$ cat config.mk
export PLATFORM = sky130hd
export DESIGN_NAME = bnn_controller
export DESIGN_NICKNAME = d
export VERILOG_FILES = /design/src/rtl/bnn_pkg.sv /design/src/rtl/spi_byte_link.sv /design/src/rtl/bnn_cmd_decoder.sv /design/src/rtl/bnn_operand_store.sv /design/src/rtl/bnn_xnor_engine.sv /design/src/rtl/bnn_controller.sv
export SDC_FILE = /design/constraint.sdc
export NUM_CORES = 1
export LEC_CHECK = 0
export BUFFER_PORTS_ARGS = -buffer_cell sky130_fd_sc_hd__clkbuf_2
export CAP_MARGIN = 20
export CORE_AREA = 3 3 201 203
export DETAILED_ROUTE_END_ITERATION = 6
export DIE_AREA = 0 0 204 206
export HOLD_SLACK_MARGIN = 0.1
export PLACE_DENSITY = 0.62
export SKIP_CTS_REPAIR_TIMING = 1
export SLEW_MARGIN = 20
export SYNTH_ARGS = -nofsm -noshare
export SYNTH_HDL_FRONTEND = slang
export SYNTH_SLANG_ARGS = --single-unit
$ cat constraint.sdc
create_clock -name clk -period 15.84 [get_ports clk]
set_clock_uncertainty 0.05 [all_clocks]
set_input_delay 3.168 -clock clk [delete_from_list [all_inputs] [get_ports clk]]
set_output_delay 3.168 -clock clk [all_outputs]
set_load 0.005 [all_outputs]
$ cat src/rtl/bnn_pkg.sv
// ==============================
// BNN shared definitions
// ==============================

package bnn_pkg;

  // Storage limits, the top level picks the used size below these
  localparam int MAX_PIXELS  = 64;  // Width of image and weight vectors
  localparam int MAX_CLASSES = 4;   // Weight rows held

  typedef logic [7:0] spi_byte_t;   // One byte on the SPI link
  typedef logic [7:0] pixel_t;      // Grayscale pixel as sent by the host
  typedef logic [5:0] pix_addr_t;   // Pixel index within the image
  typedef logic [2:0] byte_idx_t;   // Byte index within a weight row
  typedef logic [1:0] class_t;      // Class index
  typedef logic [6:0] score_t;      // Match count, 0 to 64

  // Command bytes, first byte of every frame
  localparam spi_byte_t CMD_LOAD_W   = 8'h01;
  localparam spi_byte_t CMD_LOAD_IMG = 8'h02;
  localparam spi_byte_t CMD_READ     = 8'h03;

  localparam spi_byte_t NO_RESULT    = 8'hFF;  // Read before first inference

  // Store write request
  // A pixel write uses pix and data[0], a weight write uses cls, byte_idx and all of data
  typedef struct packed {
    logic      is_pixel;  // 1 = image bit, 0 = weight byte
    class_t    cls;
    byte_idx_t byte_idx;
    pix_addr_t pix;
    spi_byte_t data;
  } wr_req_t;

  // Inference result held by the engine
  typedef struct packed {
    logic   valid;  // Set once the first inference is done
    class_t cls;    // Winning class
    score_t score;  // Its match count
  } bnn_result_t;

endpackage

$ cat src/rtl/spi_byte_link.sv
// ==============================
// SPI mode 0 byte link
// ==============================
`timescale 1ns/1ns

module spi_byte_link (
  input  logic               clk,
  input  logic               rst,
  input  logic               sclk,
  input  logic               copi,
  input  logic               cs_n,
  input  bnn_pkg::spi_byte_t tx_byte,
  output logic               cipo,
  output logic               rx_valid,
  output logic               frame_start,
  output logic               frame_end,
  output bnn_pkg::spi_byte_t rx_byte
);
  import bnn_pkg::*;

  logic [2:0] sclk_sync;  // Two sync stages plus one for edge detect
  logic [1:0] copi_sync;  // Same depth as sclk so data lines up with the edge
  logic [2:0] cs_n_sync;
  logic       sclk_rise;
  logic       sclk_fall;
  logic       cs_n_s;     // Synchronized chip select, low while selected
  logic [2:0] bit_cnt;    // Bits received in the current byte
  spi_byte_t  rx_shift;
  spi_byte_t  tx_shift;   // Remaining transmit bits, next one in bit 7

  always_ff @(posedge clk or posedge rst) begin
    if (rst) begin
      sclk_sync <= '0;
      copi_sync <= '0;
      cs_n_sync <= '1;  // Deselected out of reset
    end else begin
      sclk_sync <= {sclk_sync[1:0], sclk};
      copi_sync <= {copi_sync[0], copi};
      cs_n_sync <= {cs_n_sync[1:0], cs_n};
    end
  end

  assign sclk_rise   = sclk_sync[1] & ~sclk_sync[2];
  assign sclk_fall   = ~sclk_sync[1] & sclk_sync[2];
  assign cs_n_s      = cs_n_sync[1];
  assign frame_start = ~cs_n_sync[1] & cs_n_sync[2];  // CS falling
  assign frame_end   = cs_n_sync[1] & ~cs_n_sync[2];  // CS rising

  // Receive, sample COPI on rising SCLK
  always_ff @(posedge clk or posedge rst) begin
    if (rst) begin
      bit_cnt  <= '0;
      rx_shift <= '0;
      rx_byte  <= '0;
      rx_valid <= 1'b0;
    end else begin
      rx_valid <= 1'b0;
      if (frame_start) begin
        bit_cnt <= '0;
      end else if (sclk_rise && !cs_n_s) begin
        rx_shift <= {rx_shift[6:0], copi_sync[1]};
        bit_cnt  <= bit_cnt + 3'd1;  // Wraps to 0 after the eighth bit
        if (bit_cnt == 3'd7) begin
          rx_byte  <= {rx_shift[6:0], copi_sync[1]};
          rx_valid <= 1'b1;
        end
      end
    end
  end

  // Transmit, CIPO moves on falling SCLK, MSB first
  always_ff @(posedge clk or posedge rst) begin
    if (rst) begin
      tx_shift <= '0;
      cipo     <= 1'b0;
    end else if (frame_start) begin
      tx_shift <= '0;  // Command byte goes out as zeros
      cipo     <= 1'b0;
    end else if (sclk_fall && !cs_n_s) begin
      if (bit_cnt == 3'd0) begin
        cipo     <= tx_byte[7];  // Byte boundary, fetch the next byte
        tx_shift <= {tx_byte[6:0], 1'b0};
      end else begin
        cipo     <= tx_shift[7];
        tx_shift <= {tx_shift[6:0], 1'b0};
      end
    end
  end

endmodule

$ cat src/rtl/bnn_cmd_decoder.sv
// ==============================
// BNN command decoder
// ==============================
`timescale 1ns/1ns

module bnn_cmd_decoder #(
  parameter int              IMG_PIXELS  = 64,
  parameter int              NUM_CLASSES = 4,
  parameter bnn_pkg::pixel_t PIX_THRESH  = 8'd128
) (
  input  logic                 clk,
  input  logic                 rst,
  input  bnn_pkg::spi_byte_t   rx_byte,
  input  logic                 rx_valid,
  input  logic                 frame_start,
  input  logic                 frame_end,
  input  bnn_pkg::bnn_result_t result,
  output bnn_pkg::wr_req_t     wr,
  output logic                 wr_en,
  output logic                 start,
  output bnn_pkg::spi_byte_t   tx_byte
);
  import bnn_pkg::*;

  typedef enum logic [2:0] {
    CMD,       // Waiting for the command byte
    LOAD_W,    // Weight bytes, row by row
    LOAD_IMG,  // Pixel bytes
    READ,      // Class byte then score byte out
    SKIP       // Ignore everything until CS goes high
  } dec_state_t;

  localparam byte_idx_t LAST_BYTE  = byte_idx_t'(IMG_PIXELS / 8 - 1);
  localparam class_t    LAST_CLASS = class_t'(NUM_CLASSES - 1);
  localparam pix_addr_t LAST_PIX   = pix_addr_t'(IMG_PIXELS - 1);

  dec_state_t state;
  class_t     w_class;  // Weight row being loaded
  byte_idx_t  w_byte;   // Byte within that row
  pix_addr_t  pix_cnt;
  logic       rd_idx;   // 0 = class byte, 1 = score byte
  pixel_t     pix_in;
  logic       pix_bit;  // Binarized pixel

  assign pix_in  = rx_byte;
  assign pix_bit = (pix_in >= PIX_THRESH);

  // Store request straight from the received byte
  always_comb begin
    wr.is_pixel = (state == LOAD_IMG);
    wr.cls      = w_class;
    wr.byte_idx = w_byte;
    wr.pix      = pix_cnt;
    wr.data     = (state == LOAD_IMG) ? spi_byte_t'(pix_bit) : rx_byte;
  end

  assign wr_en = rx_valid && (state == LOAD_W || state == LOAD_IMG);

  always_ff @(posedge clk or posedge rst) begin
    if (rst) begin
      state   <= CMD;
      w_class <= '0;
      w_byte  <= '0;
      pix_cnt <= '0;
      rd_idx  <= 1'b0;
      start   <= 1'b0;
    end else begin
      start <= 1'b0;
      if (frame_start || frame_end) begin
        state <= CMD;  // Every frame begins with a command
      end else if (rx_valid) begin
        case (state)
          CMD: begin
            w_class <= '0;
            w_byte  <= '0;
            pix_cnt <= '0;
            rd_idx  <= 1'b0;
            case (rx_byte)
              CMD_LOAD_W:   state <= LOAD_W;
              CMD_LOAD_IMG: state <= LOAD_IMG;
              CMD_READ:     state <= READ;
              default:      state <= SKIP;  // Unknown command
            endcase
          end
          LOAD_W: begin
            w_byte <= w_byte + byte_idx_t'(1);
            if (w_byte == LAST_BYTE) begin
              w_byte  <= '0;
              w_class <= w_class + class_t'(1);
              if (w_class == LAST_CLASS) state <= SKIP;  // All rows in
            end
          end
          LOAD_IMG: begin
            pix_cnt <= pix_cnt + pix_addr_t'(1);
            if (pix_cnt == LAST_PIX) begin
              start <= 1'b1;  // Image complete, run inference
              state <= SKIP;
            end
          end
          READ: begin
            rd_idx <= 1'b1;
            if (rd_idx) state <= SKIP;  // Both bytes sent
          end
          default: ;  // SKIP holds
        endcase
      end
    end
  end

  // Next transmit byte, picked up by the link at the byte boundary
  always_comb begin
    if (state != READ) begin
      tx_byte = '0;
    end else if (!result.valid) begin
      tx_byte = NO_RESULT;
    end else begin
      tx_byte = rd_idx ? spi_byte_t'(result.score) : spi_byte_t'(result.cls);
    end
  end

endmodule

$ cat src/rtl/bnn_operand_store.sv
// ==============================
// Image and weight store
// ==============================
`timescale 1ns/1ns

module bnn_operand_store #(
  parameter int IMG_PIXELS  = 64,
  parameter int NUM_CLASSES = 4
) (
  input  logic                                                    clk,
  input  logic                                                    rst,
  input  bnn_pkg::wr_req_t                                        wr,
  input  logic                                                    wr_en,
  output logic [bnn_pkg::MAX_PIXELS-1:0]                          image_bits,
  output logic [bnn_pkg::MAX_CLASSES-1:0][bnn_pkg::MAX_PIXELS-1:0] weight_rows
);

  logic pix_ok;  // Pixel index inside the image
  logic row_ok;  // Class and byte inside the loaded weight area

  assign pix_ok = (int'(wr.pix) < IMG_PIXELS);
  assign row_ok = (int'(wr.cls) < NUM_CLASSES) && (int'(wr.byte_idx) * 8 < IMG_PIXELS);

  // Bit p of image_bits and of each row is pixel p
  always_ff @(posedge clk or posedge rst) begin
    if (rst) begin
      image_bits  <= '0;
      weight_rows <= '0;
    end else if (wr_en) begin
      if (wr.is_pixel) begin
        if (pix_ok) begin
          image_bits[wr.pix] <= wr.data[0];  // Already binarized
        end
      end else if (row_ok) begin
        // First pixel of the byte sits in bit 7
        for (int k = 0; k < 8; k++) begin
          weight_rows[wr.cls][{wr.byte_idx, 3'(k)}] <= wr.data[7 - k];
        end
      end
    end
  end

endmodule

$ cat src/rtl/bnn_xnor_engine.sv
// ==============================
// XNOR popcount engine
// ==============================
`timescale 1ns/1ns

module bnn_xnor_engine #(
  parameter int IMG_PIXELS  = 64,
  parameter int NUM_CLASSES = 4
) (
  input  logic                                                    clk,
  input  logic                                                    rst,
  input  logic                                                    start,
  input  logic [bnn_pkg::MAX_PIXELS-1:0]                          image_bits,
  input  logic [bnn_pkg::MAX_CLASSES-1:0][bnn_pkg::MAX_PIXELS-1:0] weight_rows,
  output bnn_pkg::bnn_result_t                                    result,
  output logic                                                    done
);
  import bnn_pkg::*;

  typedef enum logic {
    ENG_IDLE,
    ENG_RUN
  } eng_state_t;

  localparam class_t LAST_CLASS = class_t'(NUM_CLASSES - 1);

  eng_state_t            state;
  class_t                cls_cnt;     // Class scored this cycle
  class_t                best_cls;
  score_t                best_score;
  logic [MAX_PIXELS-1:0] match;       // 1 where image and weight agree
  score_t                score;
  logic                  take;        // Current class beats the best so far
  class_t                win_cls;
  score_t                win_score;

  assign match = ~(image_bits ^ weight_rows[cls_cnt]);

  // Popcount over the used pixels only
  always_comb begin
    score = '0;
    for (int i = 0; i < IMG_PIXELS; i++) begin
      score = score + score_t'(match[i]);
    end
  end

  // Strict compare keeps the lower index on a tie
  assign take      = (cls_cnt == '0) || (score > best_score);
  assign win_cls   = take ? cls_cnt : best_cls;
  assign win_score = take ? score : best_score;

  always_ff @(posedge clk or posedge rst) begin
    if (rst) begin
      state      <= ENG_IDLE;
      cls_cnt    <= '0;
      best_cls   <= '0;
      best_score <= '0;
      result     <= '0;
      done       <= 1'b0;
    end else begin
      done <= 1'b0;
      case (state)
        ENG_IDLE: begin
          if (start) begin
            state   <= ENG_RUN;
            cls_cnt <= '0;
          end
        end
        ENG_RUN: begin  // Start is ignored here
          best_cls   <= win_cls;
          best_score <= win_score;
          cls_cnt    <= cls_cnt + class_t'(1);
          if (cls_cnt == LAST_CLASS) begin
            state  <= ENG_IDLE;
            done   <= 1'b1;
            result <= '{valid: 1'b1, cls: win_cls, score: win_score};
          end
        end
        default: state <= ENG_IDLE;
      endcase
    end
  end

endmodule

$ cat src/rtl/bnn_controller.sv
// ==============================
// BNN accelerator top
// ==============================
`timescale 1ns/1ns

module bnn_controller #(
  parameter int              IMG_PIXELS  = 64,
  parameter int              NUM_CLASSES = 4,
  parameter bnn_pkg::pixel_t PIX_THRESH  = 8'd128
) (
  input  logic clk,
  input  logic rst,
  input  logic sclk,
  input  logic copi,
  input  logic cs_n,   // Active low chip select
  output logic cipo
);
  import bnn_pkg::*;

  spi_byte_t             rx_byte;
  logic                  rx_valid;
  logic                  frame_start;
  logic                  frame_end;
  spi_byte_t             tx_byte;
  wr_req_t               wr;
  logic                  wr_en;
  logic                  start;  // Image complete
  logic                  done;
  bnn_result_t           result;
  logic [MAX_PIXELS-1:0] image_bits;
  logic [MAX_CLASSES-1:0][MAX_PIXELS-1:0] weight_rows;

  spi_byte_link spi_byte_link_i (
    .clk        (clk),
    .rst        (rst),
    .sclk       (sclk),
    .copi       (copi),
    .cs_n       (cs_n),
    .tx_byte    (tx_byte),
    .cipo       (cipo),
    .rx_valid   (rx_valid),
    .frame_start(frame_start),
    .frame_end  (frame_end),
    .rx_byte    (rx_byte)
  );

  bnn_cmd_decoder #(
    .IMG_PIXELS (IMG_PIXELS),
    .NUM_CLASSES(NUM_CLASSES),
    .PIX_THRESH (PIX_THRESH)
  ) bnn_cmd_decoder_i (
    .clk        (clk),
    .rst        (rst),
    .rx_byte    (rx_byte),
    .rx_valid   (rx_valid),
    .frame_start(frame_start),
    .frame_end  (frame_end),
    .result     (result),
    .wr         (wr),
    .wr_en      (wr_en),
    .start      (start),
    .tx_byte    (tx_byte)
  );

  bnn_operand_store #(
    .IMG_PIXELS (IMG_PIXELS),
    .NUM_CLASSES(NUM_CLASSES)
  ) bnn_operand_store_i (
    .clk        (clk),
    .rst        (rst),
    .wr         (wr),
    .wr_en      (wr_en),
    .image_bits (image_bits),
    .weight_rows(weight_rows)
  );

  bnn_xnor_engine #(
    .IMG_PIXELS (IMG_PIXELS),
    .NUM_CLASSES(NUM_CLASSES)
  ) bnn_xnor_engine_i (
    .clk        (clk),
    .rst        (rst),
    .start      (start),
    .image_bits (image_bits),
    .weight_rows(weight_rows),
    .result     (result),
    .done       (done)     // Only observed by the checkers
  );

endmodule

==> After elaboration in Yosys (flattened, before gate mapping) <==
Index checks and enable logic that the tools add are counted.
{ "totals": {"regBits": 394, "input_bits": 5, "output_inout_bits": 1, "word_cells": 273} }
{ "classes": {"n_addsub": 68, "magnitude_cmp": 24, "n_eq_ne": 18, "n_mux": 85, "bitwise": 14, "n_reduce_logical": 37} }
{ "op_table": {"columns": ["cell", "n"], "rows": [
  ["256-bit bitwise mux", 8],
  ["64-bit demux with 2-bit select", 8],
  ["7-bit by 1-bit adder with 7-bit output", 62],
  ["64-bit binary-select mux with 2-bit select", 1],
  ["64-bit two-way mux", 2],
  ["6-bit by 7-bit less-than comparator with 1-bit output, second input constant", 10],
  ["64-bit bitwise mux", 1],
  ["64-bit NOT", 1],
  ["64-bit bitwise XOR", 1],
  ["63-bit two-way mux", 1],
  ["62-bit two-way mux", 1],
  ["61-bit two-way mux", 1],
  ["60-bit two-way mux", 1],
  ["59-bit two-way mux", 1],
  ["58-bit two-way mux", 1],
  ["57-bit two-way mux", 1],
  ["6-bit by 1-bit greater-or-equal comparator with 1-bit output, second input constant", 9],
  ["8-bit two-way mux", 6],
  ["3-bit two-way mux", 9],
  ["1-bit demux with 3-bit select", 8],
  ["1-bit two-way mux", 21],
  ["8-bit by 2-bit equality test with 1-bit output, second input constant", 2],
  ["3-bit AND reduction", 5],
  ["7-bit two-way mux", 2],
  ["38 further kinds", 83]
]} }

==> Depth between registers and ports, before layout <==
{ "logic_depth": {"ltp_word": 70, "ltp_mapped": 32, "depth_no_buf": 27} }

==> By module <==
From an unflattened synthesis, not the netlist that was laid out.
{ "hier_totals": {"cells_unflattened": 1467, "hier_area_um2": 20443.4} }
{ "by_module_without_submodules": {"columns": ["mod", "instances", "cells_per_inst", "area_each_um2", "seq_area_each_um2"], "rows": [
  ["bnn_operand_store", 1, 841, 12914.9, 8007.7],
  ["bnn_xnor_engine", 1, 420, 5114.9, 575.6],
  ["spi_byte_link", 1, 89, 1370.1, 879.6],
  ["bnn_cmd_decoder", 1, 117, 1043.5, 400.4]
]} }

==> Worst setup path after synthesis <==
OpenSTA, ideal clock, no wires.
{ "synth_timing": {"path_type": "reg2reg", "startpoint": "reg bnn_xnor_engine_i.cls_cnt[0]", "endpoint": "reg bnn_xnor_engine_i.best_cls[0]", "setup_time_ps": 125, "arrival_ps": 8984, "required_time_ps": 15665, "slack_ps": 6681, "path_stages_with_launch": 28, "n_path_buf": 4, "period_less_slack_ps": 9159, "path_cell_list": "dfrtp_1 -> buf_2 -> buf_2 -> buf_2 -> mux4_2 -> xnor2_1 -> ha_1 -> inv_1 -> fa_1 -> fa_1 -> fa_1 -> fa_1 -> fa_1 -> fa_1 -> fa_1 -> inv_1 -> fa_1 -> fa_1 -> a211oi_1 -> nor4b_1 -> nor3_1 -> inv_1 -> ha_1 -> and4_1 -> clkbuf_1 -> o21a_1 -> o211ai_2 -> mux2_2"} }
{ "synth_between": {"elab_chain_cells": 70, "elab_cells_between_ends": 71, "cone_classes": "63 x add/sub; 1 x order compare; 3 x mux; 2 x bitwise; 2 x reduce/logical"} }
{ "synth_lines": {"columns": ["element", "line_no", "rtl"], "rows": [
  ["start, declared", "bnn_xnor_engine.sv:28", "class_t cls_cnt;"],
  ["start signal, assigned", "bnn_xnor_engine.sv:72", "cls_cnt <= cls_cnt + class_t'(1);"],
  ["64-bit binary-select mux with 2-bit select", "bnn_xnor_engine.sv:37", "assign match = ~(image_bits ^ weight_rows[cls_cnt]);"],
  ["64-bit two-way mux (implied by the code)", "bnn_xnor_engine.sv:37", null],
  ["64-bit bitwise XOR", "bnn_xnor_engine.sv:37", null],
  ["64-bit NOT", "bnn_xnor_engine.sv:37", null],
  ["1-bit by 1-bit adder with 2-bit output", "bnn_xnor_engine.sv:43", "score = score + score_t'(match[i]);"],
  ["7-bit by 1-bit adder with 7-bit output (62 in series)", "bnn_xnor_engine.sv:43", null],
  ["7-bit > comparator", "bnn_xnor_engine.sv:48", "assign take = (cls_cnt == '0) || (score > best_score);"],
  ["1-bit logical OR", "bnn_xnor_engine.sv:48", null],
  ["2-bit two-way mux (*)", "bnn_xnor_engine.sv:49", "assign win_cls = take ? cls_cnt : best_cls;"],
  ["end signal, assigned", "bnn_xnor_engine.sv:70", "best_cls <= win_cls;"],
  ["end, declared", "bnn_xnor_engine.sv:29", "class_t best_cls;"]
]} }
Mark *: on every way between the ends. The rest lies on a longest branch, timed or not. The select of a mux whose other input is x is not followed.
A chain may end at the register's enable or synchronous reset.

==> Worst setup path in the final report <==
{ "layout_timing": {"startpoint": "reg bnn_xnor_engine_i.cls_cnt[1]", "endpoint": "reg bnn_xnor_engine_i.best_score[3]"} }
{ "layout_between": {"elab_chain_cells": 70, "elab_cells_between_ends": 71, "cone_classes": "63 x add/sub; 1 x order compare; 3 x mux; 2 x bitwise; 2 x reduce/logical"} }
{ "layout_lines": {"columns": ["element", "line_no", "rtl"], "rows": [
  ["64-bit binary-select mux with 2-bit select", "bnn_xnor_engine.sv:37", null],
  ["64-bit two-way mux (implied by the code)", "bnn_xnor_engine.sv:37", null],
  ["64-bit bitwise XOR", "bnn_xnor_engine.sv:37", null],
  ["64-bit NOT", "bnn_xnor_engine.sv:37", null],
  ["1-bit by 1-bit adder with 2-bit output", "bnn_xnor_engine.sv:43", null],
  ["7-bit by 1-bit adder with 7-bit output (62 in series)", "bnn_xnor_engine.sv:43", null],
  ["7-bit > comparator", "bnn_xnor_engine.sv:48", null],
  ["1-bit logical OR", "bnn_xnor_engine.sv:48", null],
  ["7-bit two-way mux (*)", "bnn_xnor_engine.sv:50", "assign win_score = take ? score : best_score;"],
  ["end signal, assigned", "bnn_xnor_engine.sv:71", "best_score <= win_score;"],
  ["end, declared", "bnn_xnor_engine.sv:30", "score_t best_score;"]
]} }
Marked as above.

==> results_dict.tcl <==
set metrics [dict create \
    status "finished, final reports clean" \
    grt_antenna_before_repair 0 \
    grt_max_degree 97 \
    async_flop_share_pct 100.0 \
    place_congestion 0.8472 \
    start_util_pct 50.06 \
    cts_made_buffers 44 \
    die_x_um 204 \
    reg2reg_slack_ns 5.51 \
    avgSynthCellArea_um2 10.99 \
    dp_hpwl_mm 29.45 \
    worstSetupPathType "flop to flop" \
    drtAntennaViolNets 0 \
    p_total_w 0.002068 \
    synth.distinct_cells 66 \
    syn_inst 1760 \
    avgViaCountPerCell 5.653 \
    required_ns 16.24 \
    synth_top_cell_by_area "dfrtp_1" \
    wl_mm 45.81 \
    clockRootBuffer "clkbuf_16" \
    diodes 0 \
    cp_max_fo 37 \
    arrival_ns 10.73 \
    yosys_warnings 0 \
    layout_common_cells "dfrtp_1, o21ai_0, nand2_1" \
    relSlewSlack_pct 24.34 \
    rsz0062_at_grt "false" \
    insertion_delay_ns 0.59 \
    finalCritPeriodShare_pct 65.22 \
    fmax_ghz 0.09680 \
    grt_pass1_vias 12731 \
    die_h_um 206 \
    vdd_drop_max_uv 62.95 \
    worstRegToRegCells 24 \
    setup_viol 0 \
    worstMarginPinSlew_ns 1.130 \
    clk_pin_slew_ns 0.06 \
    cts.path.max_buffers 3 \
    critPathLaunchType "flop" \
    hold_depth 0 \
    ios 6 \
    h-tree-depth 2 \
    max-cap-violations 0 \
    synth_seq_cells 393 \
    holdWs_ns 0.3048 \
    coreArea_um2 38650 \
    route.detailed.drc 0 \
    critPathCaptureType "flop" \
    setup_tns_ns 0 \
    hold_violations 0 \
    p_leak_nw 9.230 \
    power_density_nw_per_um2 98.43 \
    layout_min_cycle_time_ns 10.33 \
    layout-drive-gt1-share_pct 11.61 \
    syn_to_final_growth_pct 8.581 \
    vias 12719 \
    hold_class "flop to flop" \
    report.final.slew_viol_count 0 \
    synth-edff-count 0 \
    drt-pass1-iter-count 5 \
    seq_area_frac_synth_pct 50.85 \
    grt_overflow_total 0 \
    ys.flop_type "dfrtp_1" \
    netlist_area_um2 19350 \
    grt_usage_pct 22.66 \
    portBuffers 5 \
    syn_nets 1855 \
    cts_tree "done" \
    cts.sinks 393 \
    yosysTopAreaCellShare_pct 50.44 \
    drt_iter0_markers 896 \
    synth.area.top_cells "dfrtp_1, o21ai_0, mux4_2" \
    nets 1793 \
    fp.dieArea_um2 42020 \
    wl_per_cell_um 20.36 \
    final_common_cell "dfrtp_1" \
    rows 72 \
    n_fill_cell 3368 \
    grt_pass1_wl_mm 73.84 \
]
kinds of logic after synthesis:
group                    Yosys count  share of synthesized area (%)
AO/OA/AOI/OAI                    471                          13.77
AND/OR/NAND/NOR                  434                          10.55
flip-flops                       393                          50.85
buffers and inverters            208                          4.598
multiplexers                      95                          9.189
adder cells (fa/ha/maj)           90                          7.915
XOR/XNOR                          69                          3.123
metal layers:
metal | GRT usage (%) | share of wire (%) | up-vias
met5 | 0 | 0 | -
met4 | 6.513 | 2.5 | 0
met3 | 3.119 | 4.3 | 64
met2 | 37.09 | 48 | 270
met1 | 32.08 | 45 | 6368
li1 | - | - | 6017
final timing paths:
check                                             start                             endpoint
min                        spi_byte_link_i.cs_n_sync[0]         spi_byte_link_i.cs_n_sync[1]
max                        bnn_xnor_engine_i.cls_cnt[1]      bnn_xnor_engine_i.best_score[3]
min in group asynchronous                           rst  bnn_operand_store_i.weight_rows[81]
min reg2reg                spi_byte_link_i.cs_n_sync[0]         spi_byte_link_i.cs_n_sync[1]
max in group asynchronous                           rst  bnn_operand_store_i.weight_rows[58]
max reg2reg                bnn_xnor_engine_i.cls_cnt[1]      bnn_xnor_engine_i.best_score[3]
flip-flops by register name (all words and copies together), names as in the netlist, 3 cells and up:
name                             flops
bnn_xnor_engine_i.best_score         7
spi_byte_link_i.cs_n_sync            3
bnn_xnor_engine_i.result            10
spi_byte_link_i.bit_cnt              3
spi_byte_link_i.tx_shift             7
bnn_operand_store_i.weight_rows    256
bnn_cmd_decoder_i.w_byte             3
bnn_cmd_decoder_i.state              3
bnn_cmd_decoder_i.pix_cnt            6
bnn_operand_store_i.image_bits      64
spi_byte_link_i.rx_shift             7
spi_byte_link_i.sclk_sync            3
spi_byte_link_i.rx_byte              8
report_power, final:
part           internal, W  switching [W]  total (W)
combinational   0.00000863      0.0000260  0.0000346
clock             0.000589       0.000426    0.00101
sequential         0.00101     0.00000584    0.00102
total              0.00161       0.000458    0.00207
per-stage QoR:
| stage | setup WS (ns) | instances | utilization (%) | cell area (um^2) |
|---|---|---|---|---|
| floorplan | 1.701 | 1760 | - | 19350 |
| global route | 4.971 | 2250 | 54.36 | 21010 |
| CTS | 5.580 | 2250 | 54.35 | 21010 |
| finish | 5.509 | 2250 | 54.36 | 21010 |
| detailed placement | 5.573 | 2170 | 50.65 | 19570 |
| global placement | 5.708 | 2170 | 50.65 | 19570 |
worst max-delay path: stages, from the launching register on:
cell and delay (ns):
dfrtp_2 0.98, buf_4 0.61, mux4_2 0.41, xnor2_1 0.14, ha_1 0.27, inv_1 0.05, fa_1 0.50, fa_1 0.52
fa_1 0.52, fa_1 0.53, fa_1 0.52, fa_1 0.51, fa_1 0.54, inv_1 0.05, fa_1 0.50, fa_1 0.46
a211oi_1 0.54, nor4b_1 0.12, nor3_1 0.43, inv_1 0.10, ha_1 0.29, and4_1 0.27, o21a_1 0.28, o211ai_2 0.54
mux2_2 0.40
synthesized netlist by cell type (6+ instances only):
cell        n
a211oi_1    7
a21oi_1    44
a31oi_1    37
and3_1      6
and3b_1     6
buf_1      11
buf_2      52
clkbuf_1   57
dfrtp_1   390
fa_1       54
ha_1       36
inv_1      79
mux2_2     21
mux2i_1    10
mux4_2     64
nand2_1   295
nand3_1    42
nand3b_1    6
nor2_1     18
nor3b_1     6
o21ai_0   307
o31ai_1    36
or3_1       8
xnor2_1    32
xor2_1     37
layout make-up:
| type | count | area, um^2 | share of cell area, % |
|---|---|---|---|
| tap | 518 | 648.1 | 3.085 |
| timing repair buffer | 21 | 148.9 | 0.7087 |
| sequential | 393 | 9843 | 46.85 |
| multi-input combinational | 1159 | 8633 | 41.09 |
| inverter | 79 | 304.0 | 1.447 |
| clock inverter | 20 | 220.2 | 1.048 |
| clock buffer | 60 | 1211 | 5.765 |
Note: power is estimated with default switching activity, not from simulation.
